<file path="config.mk">
export PLATFORM = sky130hd
export DESIGN_NAME = walksat_flip_top
export DESIGN_NICKNAME = d
export VERILOG_FILES = /design/src/walksat_pkg.sv /design/src/walksat_flip_top.sv /design/src/apb_flip_regs.sv /design/src/flip_sequencer.sv /design/src/flip_selector.sv /design/src/heuristic_selector.sv /design/src/break_value_counter.sv
export SDC_FILE = /design/constraint.sdc
export NUM_CORES = 1
export LEC_CHECK = 0
export ABC_AREA = 1
export BUFFER_PORTS_ARGS = -buffer_cell sky130_fd_sc_hd__buf_4
export CORE_MARGIN = 5
export CORE_UTILIZATION = 50
export DETAILED_ROUTE_END_ITERATION = 16
export GPL_TIMING_DRIVEN = 0
export PLACE_DENSITY = 0.7
export SLEW_MARGIN = 20
export SYNTH_ARGS = -nofsm -noshare
export SYNTH_HDL_FRONTEND = slang
export SYNTH_HIERARCHICAL = 1
export SYNTH_SLANG_ARGS = --single-unit
</file>
<file path="constraint.sdc">
create_clock -name clk -period 17.5 [get_ports clk]
set_input_delay 0.875 -clock clk [delete_from_list [all_inputs] [get_ports clk]]
set_output_delay 0.875 -clock clk [all_outputs]
set_load 0.005 [all_outputs]
</file>
<file path="src/walksat_pkg.sv">
/*
 Shared sizes, types and register offsets for the WalkSAT flip stage.
 Imported by every design module and by the testbench.
*/

package walksat_pkg;

    // clause slots per variable and width of a break value
    localparam int MAX_CLAUSES      = 20;
    localparam int MAX_CLAUSES_BITS = $clog2(MAX_CLAUSES + 1);

    // literals per clause, index NSAT is the none code
    localparam int NSAT      = 3;
    localparam int NSAT_BITS = $clog2(NSAT + 1);

    // break value of one candidate
    typedef logic [MAX_CLAUSES_BITS-1:0] break_t;

    // write code from sequencer to selector
    // zero is idle, one-hot k holds row k, all ones runs the select
    typedef logic [NSAT_BITS-1:0] wren_t;

    // one candidate row as streamed in by the controller
    typedef struct packed {
        logic [MAX_CLAUSES-1:0] clause_broken;
        logic [MAX_CLAUSES-1:0] mask;
    } cand_row_t;

    // chosen variable and its masked broken bits
    typedef struct packed {
        logic [NSAT_BITS-1:0]   selected;
        logic [MAX_CLAUSES-1:0] broken_bits;
    } flip_result_t;

    // apb3 request and response
    typedef struct packed {
        logic        psel;
        logic        penable;
        logic        pwrite;
        logic [3:0]  paddr;
        logic [31:0] pwdata;
    } apb_req_t;

    typedef struct packed {
        logic [31:0] prdata;
        logic        pready;
        logic        pslverr;
    } apb_rsp_t;

    // register byte offsets
    localparam logic [3:0] REG_THRESHOLD  = 4'h0;
    localparam logic [3:0] REG_VALID_MASK = 4'h4;
    localparam logic [3:0] REG_PICK_COUNT = 4'h8;

endpackage
</file>
<file path="src/walksat_flip_top.sv">
/*
 Top of the WalkSAT variable flip stage.
 Row stream in, chosen variable out, APB for threshold and valid mask.
*/

`timescale 1ns/100ps

module walksat_flip_top #(
    parameter logic [31:0] P_RESET = 32'h6E14_7AE0
) (
    input  logic                      clk,
    input  logic                      reset,
    input  walksat_pkg::cand_row_t    row_i,
    input  logic                      row_valid_i,
    output logic                      row_ready_o,
    input  logic [31:0]               random_i,
    output walksat_pkg::flip_result_t result_o,
    output logic                      result_valid_o,
    input  logic                      result_ready_i,
    input  walksat_pkg::apb_req_t     apb_i,
    output walksat_pkg::apb_rsp_t     apb_o
);

    import walksat_pkg::*;

    wren_t            wren;
    logic             pick;
    logic [31:0]      threshold;
    logic [NSAT-1:0]  valid_mask;

    // handshake and write code
    flip_sequencer i_sequencer (
        .clk            (clk),
        .reset          (reset),
        .row_valid_i    (row_valid_i),
        .row_ready_o    (row_ready_o),
        .result_valid_o (result_valid_o),
        .result_ready_i (result_ready_i),
        .wren_o         (wren),
        .pick_o         (pick)
    );

    // break values and the pick
    flip_selector i_selector (
        .clk          (clk),
        .reset        (reset),
        .row_i        (row_i),
        .wren_i       (wren),
        .valid_mask_i (valid_mask),
        .threshold_i  (threshold),
        .random_i     (random_i),
        .result_o     (result_o)
    );

    apb_flip_regs #(
        .P_RESET (P_RESET)
    ) i_regs (
        .clk          (clk),
        .reset        (reset),
        .apb_i        (apb_i),
        .apb_o        (apb_o),
        .pick_i       (pick),
        .threshold_o  (threshold),
        .valid_mask_o (valid_mask)
    );

endmodule

</file>
<file path="src/apb_flip_regs.sv">
/*
 APB3 register block of the flip stage.
 Threshold and candidate valid mask are read/write, the pick counter is
 read only. No wait states, unmapped offsets return pslverr.
*/

`timescale 1ns/100ps

module apb_flip_regs #(
    parameter logic [31:0] P_RESET = 32'h6E14_7AE0
) (
    input  logic                         clk,
    input  logic                         reset,
    input  walksat_pkg::apb_req_t        apb_i,
    output walksat_pkg::apb_rsp_t        apb_o,
    input  logic                         pick_i,
    output logic [31:0]                  threshold_o,
    output logic [walksat_pkg::NSAT-1:0] valid_mask_o
);

    import walksat_pkg::*;

    logic        access;
    logic        wr_en;
    logic        addr_hit;
    logic [31:0] rdata;
    logic [31:0] pick_count;

    // access phase of a selected transfer
    assign access = apb_i.psel & apb_i.penable;
    assign wr_en  = access & apb_i.pwrite;

    // writes land at the access-phase edge
    // counter offset ignores writes
    always_ff @(posedge clk) begin
        if (reset) begin
            threshold_o  <= P_RESET;
            valid_mask_o <= '1;
        end else if (wr_en) begin
            if (apb_i.paddr == REG_THRESHOLD) begin
                threshold_o <= apb_i.pwdata;
            end
            if (apb_i.paddr == REG_VALID_MASK) begin
                valid_mask_o <= apb_i.pwdata[NSAT-1:0];
            end
        end
    end

    // one count per result handed over
    always_ff @(posedge clk) begin
        if (reset) begin
            pick_count <= '0;
        end else if (pick_i) begin
            pick_count <= pick_count + 32'd1;
        end
    end

    // read mux
    always_comb begin
        rdata    = '0;
        addr_hit = 1'b1;
        case (apb_i.paddr)
            REG_THRESHOLD:  rdata = threshold_o;
            REG_VALID_MASK: rdata = 32'(valid_mask_o);
            REG_PICK_COUNT: rdata = pick_count;
            default:        addr_hit = 1'b0;
        endcase
    end

    assign apb_o = '{prdata: rdata, pready: 1'b1, pslverr: access & ~addr_hit};

endmodule

</file>
<file path="src/flip_sequencer.sv">
/*
 Row stream sequencer for the flip stage.
 Counts row transfers, issues the write code for each row, raises result
 valid after the last row and blocks new rows until the result is taken.
*/

`timescale 1ns/100ps

module flip_sequencer (
    input  logic               clk,
    input  logic               reset,
    input  logic               row_valid_i,
    output logic               row_ready_o,
    output logic               result_valid_o,
    input  logic               result_ready_i,
    output walksat_pkg::wren_t wren_o,
    output logic               pick_o
);

    import walksat_pkg::*;

    // index of the next row within the group
    logic [NSAT_BITS-1:0] row_cnt;
    logic                 row_fire;
    logic                 last_row;

    // back-pressure while a result is pending
    assign row_ready_o = ~result_valid_o;
    assign row_fire    = row_valid_i & row_ready_o;
    assign last_row    = row_cnt == NSAT_BITS'(NSAT - 1);

    // result handed over this cycle
    assign pick_o = result_valid_o & result_ready_i;

    // idle unless a row moves
    // one-hot for held rows, all ones on the last
    always_comb begin
        wren_o = '0;
        if (row_fire) begin
            if (last_row) begin
                wren_o = '1;
            end else begin
                wren_o = wren_t'(1) << row_cnt;
            end
        end
    end

    always_ff @(posedge clk) begin
        if (reset) begin
            row_cnt <= '0;
        end else if (row_fire) begin
            if (last_row) begin
                row_cnt <= '0;
            end else begin
                row_cnt <= row_cnt + 1'b1;
            end
        end
    end

    // set after the group closes, cleared on handover
    always_ff @(posedge clk) begin
        if (reset) begin
            result_valid_o <= 1'b0;
        end else if (row_fire && last_row) begin
            result_valid_o <= 1'b1;
        end else if (pick_o) begin
            result_valid_o <= 1'b0;
        end
    end

endmodule

</file>
<file path="src/flip_selector.sv">
/*
 Variable flip selector datapath.
 Holds break values and masked bits of the first NSAT-1 rows, then on the
 select code runs the heuristic over stored slots plus the live last row
 and registers the chosen index with that row's bits.
*/

`timescale 1ns/100ps

module flip_selector (
    input  logic                          clk,
    input  logic                          reset,
    input  walksat_pkg::cand_row_t        row_i,
    input  walksat_pkg::wren_t            wren_i,
    input  logic [walksat_pkg::NSAT-1:0]  valid_mask_i,
    input  logic [31:0]                   threshold_i,
    input  logic [31:0]                   random_i,
    output walksat_pkg::flip_result_t     result_o
);

    import walksat_pkg::*;

    // number of held rows
    localparam int NSLOT = NSAT - 1;

    break_t                 live_bv;
    logic [MAX_CLAUSES-1:0] live_bits;
    break_t                 slot_bv   [NSLOT];
    logic [MAX_CLAUSES-1:0] slot_bits [NSLOT];

    logic [NSAT*MAX_CLAUSES_BITS-1:0] all_bv;
    logic [NSAT_BITS-1:0]             select;
    logic [MAX_CLAUSES-1:0]           select_bits;
    logic                             do_select;

    assign do_select = &wren_i;

    break_value_counter i_counter (
        .row_i         (row_i),
        .break_value_o (live_bv),
        .broken_bits_o (live_bits)
    );

    // stored slots low, live row in the top position
    always_comb begin
        for (int k = 0; k < NSLOT; k++) begin
            all_bv[k*MAX_CLAUSES_BITS +: MAX_CLAUSES_BITS] = slot_bv[k];
        end
        all_bv[NSLOT*MAX_CLAUSES_BITS +: MAX_CLAUSES_BITS] = live_bv;
    end

    heuristic_selector i_heuristic (
        .break_values_i (all_bv),
        .valid_i        (valid_mask_i),
        .random_i       (random_i),
        .threshold_i    (threshold_i),
        .select_o       (select)
    );

    // one-hot k stores row k
    always_ff @(posedge clk) begin
        for (int k = 0; k < NSLOT; k++) begin
            if (wren_i == wren_t'(1 << k)) begin
                slot_bv[k]   <= live_bv;
                slot_bits[k] <= live_bits;
            end
        end
    end

    // bits of the chosen row, zero for the none code
    always_comb begin
        select_bits = '0;
        if (select == NSAT_BITS'(NSLOT)) begin
            select_bits = live_bits;
        end
        for (int k = 0; k < NSLOT; k++) begin
            if (select == NSAT_BITS'(k)) begin
                select_bits = slot_bits[k];
            end
        end
    end

    // result updates on the last row's transfer edge
    always_ff @(posedge clk) begin
        if (reset) begin
            result_o.selected    <= NSAT_BITS'(NSAT);
            result_o.broken_bits <= '0;
        end else if (do_select) begin
            result_o.selected    <= select;
            result_o.broken_bits <= select_bits;
        end
    end

endmodule

</file>
<file path="src/heuristic_selector.sv">
/*
 WalkSAT pick over NSAT candidate break values.
 Freebie move first, then random walk when random is below threshold,
 otherwise greedy minimum. Lowest index wins every tie, NSAT means none.
*/

`timescale 1ns/100ps

module heuristic_selector (
    input  logic [walksat_pkg::NSAT*walksat_pkg::MAX_CLAUSES_BITS-1:0] break_values_i,
    input  logic [walksat_pkg::NSAT-1:0]      valid_i,
    input  logic [31:0]                       random_i,
    input  logic [31:0]                       threshold_i,
    output logic [walksat_pkg::NSAT_BITS-1:0] select_o
);

    import walksat_pkg::*;

    // unpacked view of the break values
    break_t bv [NSAT];

    logic                 any_valid;
    logic                 free_hit;
    logic [NSAT_BITS-1:0] free_idx;
    logic [NSAT_BITS-1:0] low_idx;
    logic [NSAT_BITS-1:0] greedy_idx;
    break_t               greedy_bv;
    logic                 greedy_found;
    logic                 walk;
    logic [NSAT_BITS-1:0] rand_idx;

    always_comb begin
        for (int k = 0; k < NSAT; k++) begin
            bv[k] = break_values_i[k*MAX_CLAUSES_BITS +: MAX_CLAUSES_BITS];
        end
    end

    // scan downwards so the lowest index is the last one written
    always_comb begin
        any_valid = 1'b0;
        free_hit  = 1'b0;
        free_idx  = '0;
        low_idx   = '0;
        for (int k = NSAT - 1; k >= 0; k--) begin
            if (valid_i[k]) begin
                any_valid = 1'b1;
                low_idx   = NSAT_BITS'(k);
                if (bv[k] == '0) begin
                    free_hit = 1'b1;
                    free_idx = NSAT_BITS'(k);
                end
            end
        end
    end

    // greedy minimum, strict compare keeps the earlier index on ties
    always_comb begin
        greedy_found = 1'b0;
        greedy_idx   = '0;
        greedy_bv    = '0;
        for (int k = 0; k < NSAT; k++) begin
            if (valid_i[k] && (!greedy_found || bv[k] < greedy_bv)) begin
                greedy_found = 1'b1;
                greedy_idx   = NSAT_BITS'(k);
                greedy_bv    = bv[k];
            end
        end
    end

    // random walk target
    assign walk     = random_i < threshold_i;
    assign rand_idx = NSAT_BITS'(random_i % 32'(NSAT));

    always_comb begin
        if (!any_valid) begin
            select_o = NSAT_BITS'(NSAT);
        end else if (free_hit) begin
            select_o = free_idx;
        end else if (walk) begin
            // masked target falls back to lowest valid
            select_o = valid_i[rand_idx] ? rand_idx : low_idx;
        end else begin
            select_o = greedy_idx;
        end
    end

endmodule

</file>
<file path="src/break_value_counter.sv">
/*
 Break value of one candidate row.
 Masks the clause-broken bits with the occurrence mask and counts the
 ones that remain. Purely combinational.
*/

`timescale 1ns/100ps

module break_value_counter (
    input  walksat_pkg::cand_row_t         row_i,
    output walksat_pkg::break_t            break_value_o,
    output logic [walksat_pkg::MAX_CLAUSES-1:0] broken_bits_o
);

    import walksat_pkg::*;

    // running count over the clause slots
    break_t count;

    // only clauses this variable actually occurs in
    assign broken_bits_o = row_i.clause_broken & row_i.mask;

    // popcount of the masked bits
    // 20 slots fit in 5 bits so no overflow
    always_comb begin
        count = '0;
        for (int c = 0; c < MAX_CLAUSES; c++) begin
            count = count + break_t'(broken_bits_o[c]);
        end
    end

    assign break_value_o = count;

endmodule

</file>
==> results of run 1 <==
## cells in the mapped netlist, types with 4 or more instances
master / number / area share
nand2_1: 348 / 0.13
inv_1: 193 / 0.075
nor2_1: 151 / 0.058
nand3_1: 142 / 0.073
dfxtp_1: 92 / 0.19
o21ai_0: 67 / 0.035
ha_1: 54 / 0.070
edfxtp_1: 50 / 0.15
a21oi_1: 41 / 0.021
o21ai_1: 23 / 0.012
nand2_2: 21 / 0.014
nor3_1: 21 / 0.011
nand4_1: 19 / 0.012
buf_4: 15 / 0.012
fa_1: 13 / 0.027
nor2_4: 12 / 0.014
clkbuf_1: 11 / 0.0043
nor2_2: 11 / 0.0071
inv_2: 9 / 0.0035
o211ai_1: 8 / 0.0062
o21ai_2: 8 / 0.0072
a22o_1: 7 / 0.0063
o21bai_2: 6 / 0.0070
buf_6: 5 / 0.0058
nand3_2: 5 / 0.0052
buf_2: 4 / 0.0021
## sequential cells by signal, summed over array words and instances (netlist names)
signal,cells
i_regs/pick_count,32
i_regs/valid_mask_o,3
i_regs/threshold_o,32
i_selector/slot_bits,40
i_selector/result_o,22
i_selector/slot_bv,10
i_sequencer/row_cnt,2
i_sequencer/result_valid_o,1
## cells by family after synthesis
logic type	Yosys count	synth area share
adders and majority gates	67	0.0965
and+or+nand+nor	739	0.340
other	1	0.000387
DFF	142	0.345
buffers and inverters	241	0.103
xor gates and xnor gates	3	0.00271
AOI/OAI and AO/OA	182	0.112
## per-stage QoR
stage | setup slack (ns) | power, W | utilization | cells | hold slack [ns]
after floorplan | 8.91 | 0.000787 | - | 1375 | 0.462
after global placement | 7.97 | 0.000943 | 0.587 | 1811 | 0.482
after detailed placement | 7.54 | 0.000956 | 0.590 | 1813 | 0.476
after CTS | 7.90 | 0.00134 | 0.622 | 1845 | 0.499
after global routing | 6.26 | 0.00143 | 0.622 | 1845 | 0.528
final | 7.87 | 0.00133 | 0.622 | 1845 | 0.498
## routing by layer
layer / vias up / wire (µm)
met1: 4375 / 12400
met3: 30 / 1990
met2: 315 / 12400
li1: 4852 / -
met5: - / 0
met4: 0 / 553
## worst max-delay path by stage
stage                 start  slack [ns]                 endpoint
3_3_place_gp   random_i[31]        7.97   i_selector/result_o[8]
3_5_place_dp   random_i[31]        7.54   i_selector/result_o[9]
6_report       random_i[31]        7.87  i_selector/result_o[14]
2_1_floorplan  random_i[31]        8.91  i_selector/result_o[14]
4_1_cts        random_i[31]        7.90  i_selector/result_o[14]
5_1_grt        random_i[31]        6.26  i_selector/result_o[14]
## worst register-to-register path, delay by kind of cell, from the launching register on
kind / cells / cell delay, ns
AO/OA/AOI/OAI: 9 / 1.77
AND/OR/NAND/NOR: 11 / 1.19
buffers and inverters: 4 / 0.60
adder cells (fa/ha/maj): 2 / 0.57
flip-flops: 1 / 0.34
## power by group
group          switching, W  internal [W]  leakage, nW  total [W]
Clock              0.000150      0.000227        0.285   0.000377
Sequential       0.00000854      0.000370         1.22   0.000378
Combinational      0.000365      0.000211         4.38   0.000576
Total              0.000524      0.000807         5.88    0.00133
## layout make-up
cell class	count	share of cell area
multi-input cells	992	0.448
flip-flops and latches	142	0.279
repair buffers	173	0.111
inverters	204	0.0639
clock buffers	18	0.0358
well taps	265	0.0277
plain buffers	37	0.0198
clock inverters	14	0.0151
==> metrics, run 1 <==
area of the multi-input gates 0.00537 mm²; post-synthesis cell area 0.00970 mm²; via/cell ratio 5.19; Pins Over Slew Limit 0; final worst path period share 0.550; Fin. Hold Viols 0; Reg-to-Reg Start i_regs/valid_mask_o[0]; Setup Fix Bufs, Post-CTS 0; TritonCTS clock tree yes; Synth async-reset ratio 0; GRT overflow 0; cell count after synthesis 1,375; H-Tree Depth 4; DRT Wirelength 27.3 mm; RSZ-0062 raised after global routing false; met1 Usage GRT 0.353; Worst path slowest cell buf_2; reg2reg end i_selector/result_o[5]; Antenna Violating Nets Remaining 0; DRT iter0 DRCs 666; Seq/Total Area, Yosys 0.345; fill count 1,782; vias in the first global route 8,762; Detailed Routing Iterations Pass 1 6; Synth Net Count 1,557; first-pass GRT wire length 43.9 mm; largest net degree at the start of global routing 19; Resize count post-CTS 0; maximum vdd drop 0.159 mV; antenna cells 0; Reg clk slew, reported paths 0.06 ns; Clock Sinks 142; Seq. cell area 0.00334 mm²; setup violators final 0; Worst-Skew Late Latency 0.42 ns; Ports 173; Post-CTS Hold Buffers 0; hold endpoint i_regs/valid_mask_o[0]; Pleak 5.88 nW; Placed Instance Area 0.0114 mm²; Crit path max-delay family simple AND/OR/NAND/NOR gates; R2R cell count 26; Synth Flop Type dfxtp_1; CP Buf/Inv Count 13; global route hottest layer met2; worst slew pin tran 0.643 ns; startpoint types input pin; Starting Density 0.503; Synth Register Bits 142; Root Buffer clkbuf_16; Synth warnings 6; Final nets 1,749; Post-synth EDFFs 50; # DRC 0; outcome finished clean; most used cell, CP nand2_1; critical path type in -> reg; fmax 0.104 GHz; Avg Cell Area, Syn 7.05 µm²; die area 0.0223 mm²; post-route cell area 0.0120 mm²; Die H 149 µm; crit path max fanout 10; min cycle time layout 9.63 ns; GRT met3 Usage 0.0435; min-delay src i_regs/valid_mask_o[0]; commonest non-fill, non-tap cells in the layout nand2_1 (348), inv_1 (193), buf_4 (186); initial antenna violation count 0; Core Rows 51; CTS buffer count 17; wire length per cell 14.8 µm; commonest non-fill, non-tap cell in the layout nand2_1; Crit. End Element flop; maxcap violations 0; layout cells sized above 1 0.194; setup_tns 0 ns; instance count on the critical path 86; R2R Setup Slk 12.94 ns; Area Growth Syn to Fin 23.5%; DP HPWL 21.6 mm; WP data required 17.86 ns; Worst Skew 0.00647 ns; critical path arrival 9.98 ns; clock buffer depth 2; worst hold path stage count 2; gp weighted congestion 0.910; slew margin rel. 0.572; CP max stage delay 0.26 ns; total core area 0.0193 mm²; pwr dens 111 mW/mm²; grt met2 use 0.389; min-delay worst type reg -> reg; total track usage 0.248; port bufs 171; Netlist cell types 49; Die W 149 µm; via count 9,572
No activity file was read; power rests on OpenSTA's default activity.
==> inputs of run 2 (changes only) <==
Settings changed: PLACE_DENSITY 0.7 to 0.72.
Clock period 17.5 ns to 8.8 ns, I/O delays scaled along.
==> run 2 against run 1 <==
  * The run now ends with setup timing left
  * Design area up 8.3%
  * Hold slack worse by 0.29 ns
  * Combinational power rose to 2.7 times the previous value
  * Wire length up 10%
  * Critical path type unchanged
  * Critical endpoint is now i_selector/result_o[8]
  * Largest power group unchanged
  * Highest routed layer unchanged
==> metrics, run 2 (synthesis results as in run 1) <==
outcome finished with violations; failing checks setup timing; pwr dens 234 mW/mm² (+110%); commonest non-fill, non-tap cells in the layout nand2_1 (277), buf_4 (195), inv_1 (178); min-delay worst type in -> reg; Fin. Hold Viols 0 (unchanged); startpoint types input pin; Post-CTS Hold Buffers 0 (unchanged); layout cells sized above 1 0.310 (+0.116); Antenna Violating Nets Remaining 0 (unchanged); # DRC 0 (unchanged); Die H 149 µm (unchanged); vias in the first global route 8,912 (+1.7%); Reg-to-Reg Start i_regs/valid_mask_o[0]; via count 9,909 (+3.5%); total track usage 0.251 (+0.00344); max reg flops 40 (unchanged); Pins Over Slew Limit 0 (unchanged); Root Buffer clkbuf_16; TritonCTS clock tree yes; H-Tree Depth 4 (unchanged); final worst path period share 1.08; Clock Sinks 142 (unchanged); critical path arrival 9.84 ns (-0.14 ns); Worst path slowest cell nor2_4; total core area 0.0193 mm² (unchanged); DRT iter0 DRCs 669 (+0.45%); port bufs 171 (unchanged); fill count 1,662 (-6.7%); clock buffer depth 2 (unchanged); commonest non-fill, non-tap cell in the layout nand2_1; maxcap violations 0 (unchanged); min cycle time layout 9.47 ns; Die W 149 µm (unchanged); maximum vdd drop 0.263 mV (+65%); first-pass GRT wire length 44.7 mm (+1.7%); Core Rows 51 (unchanged); R2R cell count 27 (+3.8%); wire length per cell 16.2 µm (+9.2%); Worst-Skew Late Latency 0.43 ns (about the same); via/cell ratio 5.33 (+2.7%); Worst Skew 0.0115 ns (+0.00505 ns); critical path type in -> reg; Detailed Routing Iterations Pass 1 6 (unchanged); post-route cell area 0.0130 mm² (+8.3%); Worst setup endpoint i_selector/result_o[8]; Ports 173 (unchanged); WP data required 9.17 ns (-8.69 ns); Crit. End Element flop; CP max stage delay 0.26 ns (about the same); GRT overflow 0 (unchanged); most used cell, CP nand2_2; Placed Instance Area 0.0114 mm² (unchanged); antenna cells 0 (unchanged); Final nets 1,763 (+0.80%); Pleak 6.16 nW (+4.8%); setup_tns -13.77 ns (-13.77 ns); largest net degree at the start of global routing 20 (+1); DP HPWL 21.7 mm (+0.63%); crit path max fanout 5 (-5); Starting Density 0.503 (unchanged); R2R Setup Slk 4.11 ns (-8.83 ns); reg2reg end i_selector/result_o[6]; Reg with most FFs i_selector/slot_bits; CTS buffer count 17 (unchanged); instance count on the critical path 88 (+2.3%); setup violators final 22 (+22); Reg clk slew, reported paths 0.06 ns (about the same); worst slew pin tran 0.648 ns (+0.00522 ns); DRT Wirelength 30.1 mm (+10%); slew margin rel. 0.568 (-0.00348); fmax 0.106 GHz; biggest regs i_selector/slot_bits x40, i_regs/pick_count x32, i_regs/threshold_o x32; final worst setup slack -0.674 ns (-8.55 ns); gp weighted congestion 0.883 (-3.0%); initial antenna violation count 0 (unchanged); RSZ-0062 raised after global routing true; CP Buf/Inv Count 13 (unchanged); Seq. cell area 0.00334 mm² (unchanged); area of the multi-input gates 0.00617 mm² (+15%); die area 0.0223 mm² (unchanged); CP Launch Point random_i[31]; Crit path max-delay family simple AND/OR/NAND/NOR gates; Area Growth Syn to Fin 33.8%
## run 2: cell type report
| cell class | count | share of cell area |
|---|---|---|
| clock buffers | 17 | 0.0328 |
| inverters | 204 | 0.0606 |
| plain buffers | 37 | 0.0194 |
| well taps | 265 | 0.0256 |
| repair buffers | 187 | 0.114 |
| flip-flops and latches | 142 | 0.258 |
| multi-input cells | 992 | 0.475 |
| clock inverters | 15 | 0.0144 |
## run 2: layer usage
metal	up-vias	track usage	part of all wire
met5	-	0	0
met4	0	0.0751	0.020
met3	45	0.0392	0.064
met2	325	0.408	0.48
met1	4638	0.347	0.44
li1	4901	-	-
## run 2: worst reg2reg max path, cell delays in order, from the launching register on
cell	delay (ns)
dfxtp_1	0.34
clkbuf_1	0.31
nand2_1	0.15
ha_1	0.30
o21a_1	0.10
o21a_1	0.16
o21ai_0	0.15
nand2_1	0.09
a211o_1	0.27
nand2_1	0.24
nand2_1	0.08
o21ai_0	0.09
inv_1	0.07
ha_1	0.29
a21o_1	0.16
a2111oi_0	0.46
o21ai_0	0.18
nand2_1	0.08
nand2_1	0.07
o21bai_1	0.17
nand3_2	0.16
inv_4	0.07
buf_12	0.13
clkbuf_16	0.15
nand3_1	0.07
nand2_1	0.05
nor2_1	0.13
nor2_1	0.05
## run 2: power by group
part / leakage (nW) / internal (W) / switching, W
sequential: 1.22 / 0.000735 / 0.0000178
combinational: 4.66 / 0.000611 / 0.000931
clock: 0.288 / 0.000449 / 0.000294
## run 2: metrics by stage
step	hold slack, ns	total power (W)	setup WS, ns	std cells	utilization
4_1_cts	0.201	0.00275	-0.0383	1853	0.635
5_1_grt	0.209	0.00321	-1.43	1859	0.673
3_3_place_gp	0.479	0.00187	-0.275	1811	0.587
2_1_floorplan	0.462	0.00156	0.643	1375	-
6_report	0.210	0.00304	-0.674	1859	0.673
3_5_place_dp	0.474	0.00191	-0.667	1813	0.590
## run 2: worst min-delay path by stage
stage,to,startpoint,depth (start not counted)
floorplan,i_regs/valid_mask_o[0],i_regs/valid_mask_o[0],2
global placement,i_selector/result_o[20],i_selector/result_o[20],2
detailed placement,i_selector/result_o[20],i_selector/result_o[20],2
CTS,i_regs/threshold_o[29],apb_i[29],3
global route,i_regs/threshold_o[7],apb_i[7],3
finish,i_regs/threshold_o[30],apb_i[30],3
## run 2: repair_timing
action / 4_1_cts / 5_1_grt
setup endpoints to repair: 22 / 22
buffers inserted: 6 / 5
gates cloned: 2 / 1
resized for setup: 65 / 168
pin swaps: 23 / 86
